File: config.mk
export PLATFORM = sky130hd
export DESIGN_NAME = proc_ctrl
export DESIGN_NICKNAME = d
export VERILOG_FILES = /design/src/rtl/proc_ctrl_pkg.sv /design/src/rtl/instr_decode.sv /design/src/rtl/reg_select.sv /design/src/rtl/ctrl_fsm.sv /design/src/rtl/proc_ctrl.sv
export SDC_FILE = /design/constraint.sdc
export NUM_CORES = 1
export LEC_CHECK = 0
export ABC_AREA = 1
export BUFFER_PORTS_ARGS = -buffer_cell sky130_fd_sc_hd__buf_2
export CAP_MARGIN = 5
export CELL_PAD_IN_SITES_DETAIL_PLACEMENT = 0
export CELL_PAD_IN_SITES_GLOBAL_PLACEMENT = 2
export CORE_AREA = 2 2 77 79
export CTS_CLUSTER_DIAMETER = 40
export DETAILED_ROUTE_END_ITERATION = 8
export DIE_AREA = 0 0 79 81
export PLACE_DENSITY_LB_ADDON = 0.15
export REMOVE_ABC_BUFFERS = 1
export SYNTH_ARGS = -nofsm -noshare
export SYNTH_HDL_FRONTEND = slang
export SYNTH_SLANG_ARGS = --single-unit
export TNS_END_PERCENT = 30
File: constraint.sdc
create_clock -name clk -period 1.55 [get_ports clk]
set_clock_uncertainty 0.2 [all_clocks]
set_input_delay 0.465 -clock clk [delete_from_list [all_inputs] [get_ports clk]]
set_output_delay 0.465 -clock clk [all_outputs]
set_load 0.01 [all_outputs]
File: src/rtl/proc_ctrl_pkg.sv
package proc_ctrl_pkg;

	// instruction word III XXX YYY
	localparam int INSTR_W   = 9;
	localparam int REG_SEL_W = 3;
	localparam int OPCODE_W  = 3;

	// bit positions of the fields inside the word
	localparam int OP_LSB = 6;
	localparam int X_LSB  = 3;
	localparam int Y_LSB  = 0;

	localparam int NUM_REGS = 8;	// r0..r7

	typedef enum logic [OPCODE_W-1:0]
	{
		OP_MV   = 3'd0,
		OP_MVI  = 3'd1,
		OP_ADD  = 3'd2,
		OP_SUB  = 3'd3,
		OP_LD   = 3'd4,
		OP_ST   = 3'd5,
		OP_MVNZ = 3'd6	// code 7 left undefined
	} opcode_t;

	typedef enum logic [3:0]
	{
		S_IDLE,
		S_INC,		// pc increment, address load
		S_WAIT_IR,	// ir capture
		S_FETCH,	// decode, g flag capture
		S_MV,
		S_MVI,
		S_AS1,
		S_AS2,
		S_AS3,
		S_LD1,
		S_LD2,
		S_LD3,
		S_ST1,
		S_ST2,
		S_ST3,
		S_MVNZ
	} state_t;

endpackage

File: src/rtl/instr_decode.sv
`timescale 1ns/1ps

module instr_decode import proc_ctrl_pkg::*;
#(
	parameter int DATA_W = 9
)
(
	input  logic                 clk,
	input  logic                 reset,
	input  logic [INSTR_W-1:0]   ir,
	input  logic                 ir_in,
	input  logic [DATA_W-1:0]    g_data,
	input  logic                 check_g,
	output logic [REG_SEL_W-1:0] x_field,
	output logic [REG_SEL_W-1:0] y_field,
	output logic                 is_mv,
	output logic                 is_mvi,
	output logic                 is_add,
	output logic                 is_sub,
	output logic                 is_ld,
	output logic                 is_st,
	output logic                 is_mvnz,
	output logic                 g_nonzero
);

	logic [INSTR_W-1:0] ir_stored;
	opcode_t            opcode;

	always_ff @(posedge clk)
	begin
		if (reset)
			ir_stored <= '0;
		else if (ir_in)
			ir_stored <= ir;
	end

	// flag taken from G while the fetch step is active
	always_ff @(posedge clk)
	begin
		if (reset)
			g_nonzero <= 1'b0;
		else if (check_g)
			g_nonzero <= (g_data != '0);
	end

	assign opcode  = opcode_t'(ir_stored[OP_LSB +: OPCODE_W]);
	assign x_field = ir_stored[X_LSB +: REG_SEL_W];
	assign y_field = ir_stored[Y_LSB +: REG_SEL_W];

	// one flag per opcode, all low for code 7
	always_comb
	begin
		is_mv   = (opcode == OP_MV);
		is_mvi  = (opcode == OP_MVI);
		is_add  = (opcode == OP_ADD);
		is_sub  = (opcode == OP_SUB);
		is_ld   = (opcode == OP_LD);
		is_st   = (opcode == OP_ST);
		is_mvnz = (opcode == OP_MVNZ);
	end

endmodule : instr_decode

File: src/rtl/reg_select.sv
`timescale 1ns/1ps

module reg_select import proc_ctrl_pkg::*;
(
	input  logic [REG_SEL_W-1:0] x_field,
	input  logic [REG_SEL_W-1:0] y_field,
	input  logic                 out_x,
	input  logic                 out_y,
	input  logic                 in_x,
	output logic [NUM_REGS-1:0]  r_out,
	output logic [NUM_REGS-1:0]  r_in
);

	logic [REG_SEL_W-1:0] src_field;
	logic [NUM_REGS-1:0]  x_onehot;
	logic [NUM_REGS-1:0]  src_onehot;

	// out_x wins, the fsm never raises both
	assign src_field = out_x ? x_field : y_field;

	always_comb
	begin
		x_onehot = '0;
		x_onehot[x_field] = 1'b1;
	end

	always_comb
	begin
		src_onehot = '0;
		src_onehot[src_field] = 1'b1;
	end

	always_comb
	begin
		r_out = '0;
		r_in  = '0;
		if (out_x || out_y)
			r_out = src_onehot;	// read select
		if (in_x)
			r_in = x_onehot;	// write select, always X
	end

endmodule : reg_select

File: src/rtl/ctrl_fsm.sv
`timescale 1ns/1ps

module ctrl_fsm import proc_ctrl_pkg::*;
(
	input  logic clk,
	input  logic reset,
	input  logic run,
	input  logic is_mv,
	input  logic is_mvi,
	input  logic is_add,
	input  logic is_sub,
	input  logic is_ld,
	input  logic is_st,
	input  logic is_mvnz,
	input  logic g_nonzero,
	output logic ir_in,
	output logic check_g,
	output logic out_x,
	output logic out_y,
	output logic in_x,
	output logic a_in,
	output logic g_in,
	output logic g_out,
	output logic addsub,
	output logic din_out,
	output logic incr_pc,
	output logic addr_in,
	output logic pc_out,
	output logic dout_in,
	output logic w_d,
	output logic done
);

	state_t state;
	state_t next_state;

	always_ff @(posedge clk)
	begin
		if (reset)
			state <= S_IDLE;
		else
			state <= next_state;
	end

	always_comb
	begin
		next_state = S_IDLE;
		case (state)
			S_IDLE:
				next_state = S_INC;
			S_INC:
				next_state = S_WAIT_IR;
			S_WAIT_IR:
				next_state = S_FETCH;
			S_FETCH:
			begin
				if (!run)
					next_state = S_IDLE;	// halted, refetch
				else if (is_mv)
					next_state = S_MV;
				else if (is_mvi)
					next_state = S_MVI;
				else if (is_add || is_sub)
					next_state = S_AS1;
				else if (is_ld)
					next_state = S_LD1;
				else if (is_st)
					next_state = S_ST1;
				else if (is_mvnz)
					next_state = S_MVNZ;
				else
					next_state = S_IDLE;	// opcode 7
			end
			S_AS1:
				next_state = S_AS2;
			S_AS2:
				next_state = S_AS3;
			S_LD1:
				next_state = S_LD2;
			S_LD2:
				next_state = S_LD3;
			S_ST1:
				next_state = S_ST2;
			S_ST2:
				next_state = S_ST3;
			default:
				next_state = S_IDLE;	// single steps and last steps
		endcase
	end

	always_comb
	begin
		ir_in   = 1'b0;
		check_g = 1'b0;
		out_x   = 1'b0;
		out_y   = 1'b0;
		in_x    = 1'b0;
		a_in    = 1'b0;
		g_in    = 1'b0;
		g_out   = 1'b0;
		addsub  = 1'b0;
		din_out = 1'b0;
		incr_pc = 1'b0;
		addr_in = 1'b0;
		pc_out  = 1'b0;
		dout_in = 1'b0;
		w_d     = 1'b0;
		done    = 1'b0;
		case (state)
			S_INC:
			begin
				incr_pc = 1'b1;
				addr_in = 1'b1;
				pc_out  = 1'b1;	// pc onto the address bus
			end
			S_WAIT_IR:
				ir_in = 1'b1;
			S_FETCH:
				check_g = 1'b1;
			S_MV:
			begin
				out_y = 1'b1;
				in_x  = 1'b1;
				done  = 1'b1;
			end
			S_MVI:
			begin
				din_out = 1'b1;	// immediate from din
				in_x    = 1'b1;
				done    = 1'b1;
			end
			S_AS1:
			begin
				out_x  = 1'b1;
				a_in   = 1'b1;
				addsub = is_sub;
			end
			S_AS2:
			begin
				out_y  = 1'b1;
				g_in   = 1'b1;	// result into G
				addsub = is_sub;
			end
			S_AS3:
			begin
				g_out  = 1'b1;
				in_x   = 1'b1;
				addsub = is_sub;
				done   = 1'b1;
			end
			S_LD1:
			begin
				out_y   = 1'b1;
				addr_in = 1'b1;
			end
			S_LD3:
			begin
				din_out = 1'b1;
				in_x    = 1'b1;
				done    = 1'b1;
			end
			S_ST1:
			begin
				out_y   = 1'b1;
				addr_in = 1'b1;
			end
			S_ST2:
			begin
				out_x   = 1'b1;
				dout_in = 1'b1;
			end
			S_ST3:
			begin
				w_d  = 1'b1;
				done = 1'b1;
			end
			S_MVNZ:
			begin
				out_y = g_nonzero;	// move only on G != 0
				in_x  = g_nonzero;
				done  = 1'b1;
			end
			default:
			begin
				done = 1'b0;	// idle and ld2 drive nothing
			end
		endcase
	end

endmodule : ctrl_fsm

File: src/rtl/proc_ctrl.sv
`timescale 1ns/1ps

module proc_ctrl import proc_ctrl_pkg::*;
#(
	parameter int DATA_W = 9
)
(
	input  logic                clk,
	input  logic                reset,
	input  logic                run,
	input  logic [INSTR_W-1:0]  ir,
	input  logic [DATA_W-1:0]   g_data,
	output logic [NUM_REGS-1:0] r_out,
	output logic [NUM_REGS-1:0] r_in,
	output logic                a_in,
	output logic                g_in,
	output logic                g_out,
	output logic                addsub,
	output logic                din_out,
	output logic                ir_in,
	output logic                incr_pc,
	output logic                addr_in,
	output logic                pc_out,
	output logic                dout_in,
	output logic                w_d,
	output logic                done
);

	logic [REG_SEL_W-1:0] x_field;
	logic [REG_SEL_W-1:0] y_field;
	logic                 is_mv;
	logic                 is_mvi;
	logic                 is_add;
	logic                 is_sub;
	logic                 is_ld;
	logic                 is_st;
	logic                 is_mvnz;
	logic                 g_nonzero;
	logic                 check_g;
	logic                 out_x;
	logic                 out_y;
	logic                 in_x;

	instr_decode #(
		.DATA_W    (DATA_W)
	) decode_i (
		.clk       (clk),
		.reset     (reset),
		.ir        (ir),
		.ir_in     (ir_in),
		.g_data    (g_data),
		.check_g   (check_g),
		.x_field   (x_field),
		.y_field   (y_field),
		.is_mv     (is_mv),
		.is_mvi    (is_mvi),
		.is_add    (is_add),
		.is_sub    (is_sub),
		.is_ld     (is_ld),
		.is_st     (is_st),
		.is_mvnz   (is_mvnz),
		.g_nonzero (g_nonzero)
	);

	ctrl_fsm fsm_i (
		.clk       (clk),
		.reset     (reset),
		.run       (run),
		.is_mv     (is_mv),
		.is_mvi    (is_mvi),
		.is_add    (is_add),
		.is_sub    (is_sub),
		.is_ld     (is_ld),
		.is_st     (is_st),
		.is_mvnz   (is_mvnz),
		.g_nonzero (g_nonzero),
		.ir_in     (ir_in),
		.check_g   (check_g),
		.out_x     (out_x),
		.out_y     (out_y),
		.in_x      (in_x),
		.a_in      (a_in),
		.g_in      (g_in),
		.g_out     (g_out),
		.addsub    (addsub),
		.din_out   (din_out),
		.incr_pc   (incr_pc),
		.addr_in   (addr_in),
		.pc_out    (pc_out),
		.dout_in   (dout_in),
		.w_d       (w_d),
		.done      (done)
	);

	reg_select select_i (
		.x_field   (x_field),
		.y_field   (y_field),
		.out_x     (out_x),
		.out_y     (out_y),
		.in_x      (in_x),
		.r_out     (r_out),
		.r_in      (r_in)
	);

endmodule : proc_ctrl

* Word level (Yosys, flattened, before mapping)
Index checks and enable logic that the tools add are counted. Widths: inputs -> output; s select.
Cells by class: $add $sub $neg 0, multiply operators 0, divide/modulo/power cells 0, order comparisons 4, equal/unequal tests 21, shift operators 0, multiplexer cells 30, bitwise operators 0, reduce and logical (&&, ||, !) cells 14
Operator list (count):
- $pmux 4 s10 | 1
- $eq 4x4->1 const B | 8
- $mux 4 | 7
- $eq 4x3->1 const B | 4
- $mux 8 | 2
- $mux 1 | 15
- $eq 3x3->1 const B | 3
- $reduce_bool 9->1 | 1
- $eq 4x2->1 const B | 2
- $lt 3x4->1 const B | 2
- $reduce_or 4->1 | 2
- $demux 1 s3 | 2
- $eq 3x2->1 const B | 2
- $ge 3x1->1 const B | 2
- $reduce_or 3->1 | 2
- $reduce_or 6->1 | 1
- $eq 4x1->1 const B | 1
- $logic_not 4->1 | 1
- $pmux 1 s2 | 2
- $reduce_or 2->1 | 2
- $eq 3x1->1 const B | 1
- $logic_not 3->1 | 1
- $mux 3 | 1
- $logic_and 1x1->1 | 2
- $logic_or 1x1->1 | 2
Storage, ports and cells: register bits 14, latch bits 0, RAM bits 0, memory bits (read-only) 0, input port bits 21, output and inout port bits 28, memories kept 0

* Logic depth before layout (Yosys ltp)
word-level depth 9, depth in mapped cells 8, mapped depth without buffers 8

* Modules after synthesis
From an unflattened synthesis, not the netlist that was laid out.
Second synthesis, totals: cell total of the unflattened synthesis 209, area, all modules 1159.9 um^2
Modules (own cells, without submodules):
- ctrl_fsm | instances 1, cells each 94, area each 491.7 um^2, seq. area each 80.1 um^2
- instr_decode | instances 1, cells each 64, area each 462.9 um^2, seq. area each 200.2 um^2
- reg_select | instances 1, cells each 51, area each 205.2 um^2, seq. area each 0.0 um^2

* Worst setup path before layout
OpenSTA, ideal clock, no wires.
path type reg2out, start register fsm_i.state[1], end output port r_out[0], data arrival time 1.206 ns, required time 0.885 ns, setup slack -0.321 ns, stages on the path, launching flop included 8, cell sequence dfxtp_1 -> inv_2 -> nand2_2 -> nor2_1 -> nor2_1 -> nand3_1 -> nand2_2 -> nor2_1
On the way: word-level cells in the longest chain between the ends 9, elaborated cells on any way between the ends 19
Ends and longest elaborated chain:
- from (decl) | line ctrl_fsm.sv:34 | state_t state;
- from (signal assigned) | line ctrl_fsm.sv:42 | state <= next_state;
- $eq 4x3->1 / $eq 4x4->1 (equally long branches) | line ctrl_fsm.sv:109 | case (state)
- $reduce_or 2->1 (no line)
- $mux 1 | line ctrl_fsm.sv:109
- $mux 3 | line reg_select.sv:19 | assign src_field = out_x ? x_field : y_field;
- $lt 3x4->1 (implied by the code) / $ge 3x1->1 (equally long branches) | line reg_select.sv:30 | src_onehot[src_field] = 1'b1;
- $logic_and 1x1->1 (implied by the code) | line reg_select.sv:30
- $mux 1 (implied by the code) | line reg_select.sv:30
- $demux 1 s3
- $mux 8 (*) | line reg_select.sv:37 | if (out_x || out_y)
- to (decl) | line proc_ctrl.sv:13 | output logic [NUM_REGS-1:0] r_out,
Mark *: on every way between the ends. The rest lies on a longest branch, timed or not.

* Final worst setup path
start register fsm_i.state[0], end output port r_out[5]
Same word-level chain as after synthesis.

==> out/metrics.cfg <==
[synth]
postSynth.asyncResetShare_pct = 0
syn_avg_cell_area_um2 = 5.997
synth_enable_flop_cells = 0
ys_warn_count = 0
synthesis.instances = 179
synth_seq_cells = 14
synthesized_cell_area_um2 = 1074
synth-main-ff-cell = sky130_fd_sc_hd__dfxtp_1
yosysUniqueCellTypes = 23
ys_seq_area_share_pct = 26.11

[critical_path]
critical_path.max_fanout = 7
r2r_setup_slack_ps = 30
worstSetupStartpointType = flip-flop
critPathCaptureType = primary output
critical_path.reg2reg.endpoint = decode_i.ir_stored[3]$_SDFFE_PP0P_
timing.critical_path.to = r_out[5]
critical_path.startpoint = fsm_i.state[0]$_SDFF_PP0_
critical_path.reg2reg.startpoint = fsm_i.state[0]$_SDFF_PP0_
worst-endpoint-required_ps = 880
worst-endpoint-arrival_ps = 1460
rr_worst_depth = 8
worst-setup-path-type = reg -> out

[timing]
final_max_slew_viol_count = 0
rsz0062_at_grt = yes
min_period_ps = 2125
final_hold_violation_count = 0
worst_slew_pin_slew_ps = 306.6
postLayoutSetupSlackWorst_ps = -575.1
finalHoldWorstSlack_ps = 250.2
maxSlewHeadroom_pct = 79.54
clock.fmax_mhz = 470.6
min_period_over_period_pct = 137.1
final-setup-viol-count = 28

[finish]
area.sequential_um2 = 295.3
layout.filler_cells = 661
area_of_combinational_cells_with_multiple_inputs_um2 = 858.3
layout.cells.most_common = sky130_fd_sc_hd__buf_2
layout_common_cells = 46 x sky130_fd_sc_hd__buf_2, 43 x sky130_fd_sc_hd__buf_4, 39 x sky130_fd_sc_hd__nor2_1
diodes = 0
layout-drive-gt1-share_pct = 60.51
final_net_count = 299
area_growth_pct = 88.46

[power_and_ir_drop]
leakage_nw = 1.051
total_power_w = 0.001327
ir_worst_vdd_uv = 305.1
power-per-cell-area_nw_per_um2 = 656.1

[placed_design]
finalWeightedCongestion = 0.6976
hpwlAfterDp_mm = 2.760
io_buffer_count = 48

[cts]
tritoncts_num_sinks = 14
cts_made_buffers = 3
cts_root_buf = sky130_fd_sc_hd__clkbuf_8
cts.htree.levels = 1
tritoncts = built
post_cts_hold_buffer_count = 0
clk_pin_slew_worst_paths_ps = 60
clock_network_latency_to_the_later_pin_of_the_worst_skew_pair_ps = 240
clk_path_buf_depth = 2

[floorplanning]
core_um2 = 5675
die_area_um2 = 6399
ios = 49
die_height_um = 81
die_x_um = 79
initial_core_util_pct = 18.92
std_cell_rows = 28

[detailed_routing]
viasPerCell = 3.963
average_wire_per_standard_cell_um = 9.726
antenna_violating_nets_post_route = 0
drcViolationCount = 0
routed_wirelength_mm = 3.414
drt-pass1-iter-count = 3
via_count = 1391
initialDrtViolationCount = 24

[run_status]
failed_checks = setup timing
status = complete, but fails checks

[run]
maxCapViolCount = 0

[grt]
global_route.usage.total_pct = 11.28
top_usage_layer = met2
grt_first_pass_wirelength_mm = 5.789
antenna_violations_before_repair = 0
globalRouteMet1Util_pct = 15.67
grt_pass1_vias = 1293
overflow = 0
grt_start_max_net_pins = 16
grtUsageMet3_pct = 1.222
grt_util_met2_pct = 18.31

[hold_path]
min-delay-path-class = in -> reg

[worst min-delay path by stage]
stage          depth (start not counted)                            endpoint                          startpoint
4_1_cts                                3  decode_i.ir_stored[0]$_SDFFE_PP0P_                               ir[0]
5_1_grt                                3  decode_i.ir_stored[8]$_SDFFE_PP0P_                               ir[8]
6_report                               3  decode_i.ir_stored[8]$_SDFFE_PP0P_                               ir[8]
2_1_floorplan                          2  decode_i.ir_stored[1]$_SDFFE_PP0P_  decode_i.ir_stored[1]$_SDFFE_PP0P_
3_5_place_dp                           2  decode_i.ir_stored[2]$_SDFFE_PP0P_  decode_i.ir_stored[2]$_SDFFE_PP0P_
3_3_place_gp                           2     decode_i.g_nonzero$_SDFFE_PP0P_     decode_i.g_nonzero$_SDFFE_PP0P_
[layer usage]
layer  wire [um]  vias up
li1            -      762
met1        1699      595
met2        1542       32
met3         147        2
met4          25        0
met5           0        -
[power by group]
part / switching (W) / internal, W / leakage, nW / total (W)
Sequential: 0.0000566 / 0.000410 / 0.117 / 0.000467
Combinational: 0.000297 / 0.000277 / 0.912 / 0.000575
Clock: 0.000115 / 0.000171 / 0.0216 / 0.000286
Total: 0.000469 / 0.000859 / 1.05 / 0.00133
[stage by stage]
stage | setup slack [ps] | TNS, ps | util (%) | instance area (um2) | std cells
6_report | -575.1 | -13000 | 35.65 | 2023 | 351
5_1_grt | -683.0 | -15880 | 35.65 | 2023 | 351
4_1_cts | -569.3 | -13660 | 33.82 | 1919 | 349
3_5_place_dp | -466.3 | -9631 | 29.63 | 1682 | 339
3_3_place_gp | -472.2 | -10190 | 29.63 | 1682 | 339
2_1_floorplan | -320.9 | -4460 | - | 1055 | 177
[cell type report]
type / instances / area share [%]
Multi-Input combinational cell: 141 / 42.42
Timing Repair Buffer: 96 / 31.23
Clock buffer: 3 / 2.041
Inverter: 22 / 5.071
Sequential cell: 14 / 14.59
Tap cell: 75 / 4.638
[state kept, by name (all words and copies together), names as in the netlist]
register	cells
decode_i.g_nonzero	1
decode_i.ir_stored	9
fsm_i.state	4
[synth_stat cells, types with 2 or more instances]
cell type                  instances  area, um2
sky130_fd_sc_hd__inv_1            17      63.81
sky130_fd_sc_hd__dfxtp_1          14      280.3
sky130_fd_sc_hd__nor2_1           51      191.4
sky130_fd_sc_hd__nand2_4           2      22.52
sky130_fd_sc_hd__nand3b_1          2      15.01
sky130_fd_sc_hd__a31oi_1           2      12.51
sky130_fd_sc_hd__nand2_2          13      81.33
sky130_fd_sc_hd__nand3_1          11      55.05
sky130_fd_sc_hd__nand2_1          29      108.9
sky130_fd_sc_hd__o21ai_0          11      55.05
sky130_fd_sc_hd__a21oi_1           9      45.04
sky130_fd_sc_hd__inv_2             5      18.77
sky130_fd_sc_hd__nor2_4            3      33.78
[logic make-up after synthesis]
logic type	Yosys count	synth area share [%]
simple gates	115	50.93
flops	14	26.11
compound gates	26	13.52
buf+inv	24	9.441
[critical path, cell delays in order, from the launching register on]
cell and delay, ps:
sky130_fd_sc_hd__dfxtp_4 380, sky130_fd_sc_hd__inv_4 50, sky130_fd_sc_hd__nor2_4 170, sky130_fd_sc_hd__nand2_8 100, sky130_fd_sc_hd__nand2_8 90, sky130_fd_sc_hd__nand2_2 50, sky130_fd_sc_hd__nand2_2 90, sky130_fd_sc_hd__nand2_2 70
sky130_fd_sc_hd__nor2_1 80, sky130_fd_sc_hd__buf_2 130
[repair_timing]
item,in CTS,in global routing
pin swaps,23,11
resized for setup,50,29
setup endpoints to repair,38,38
buffers inserted,7,2
No activity file was read; power rests on OpenSTA's default activity.
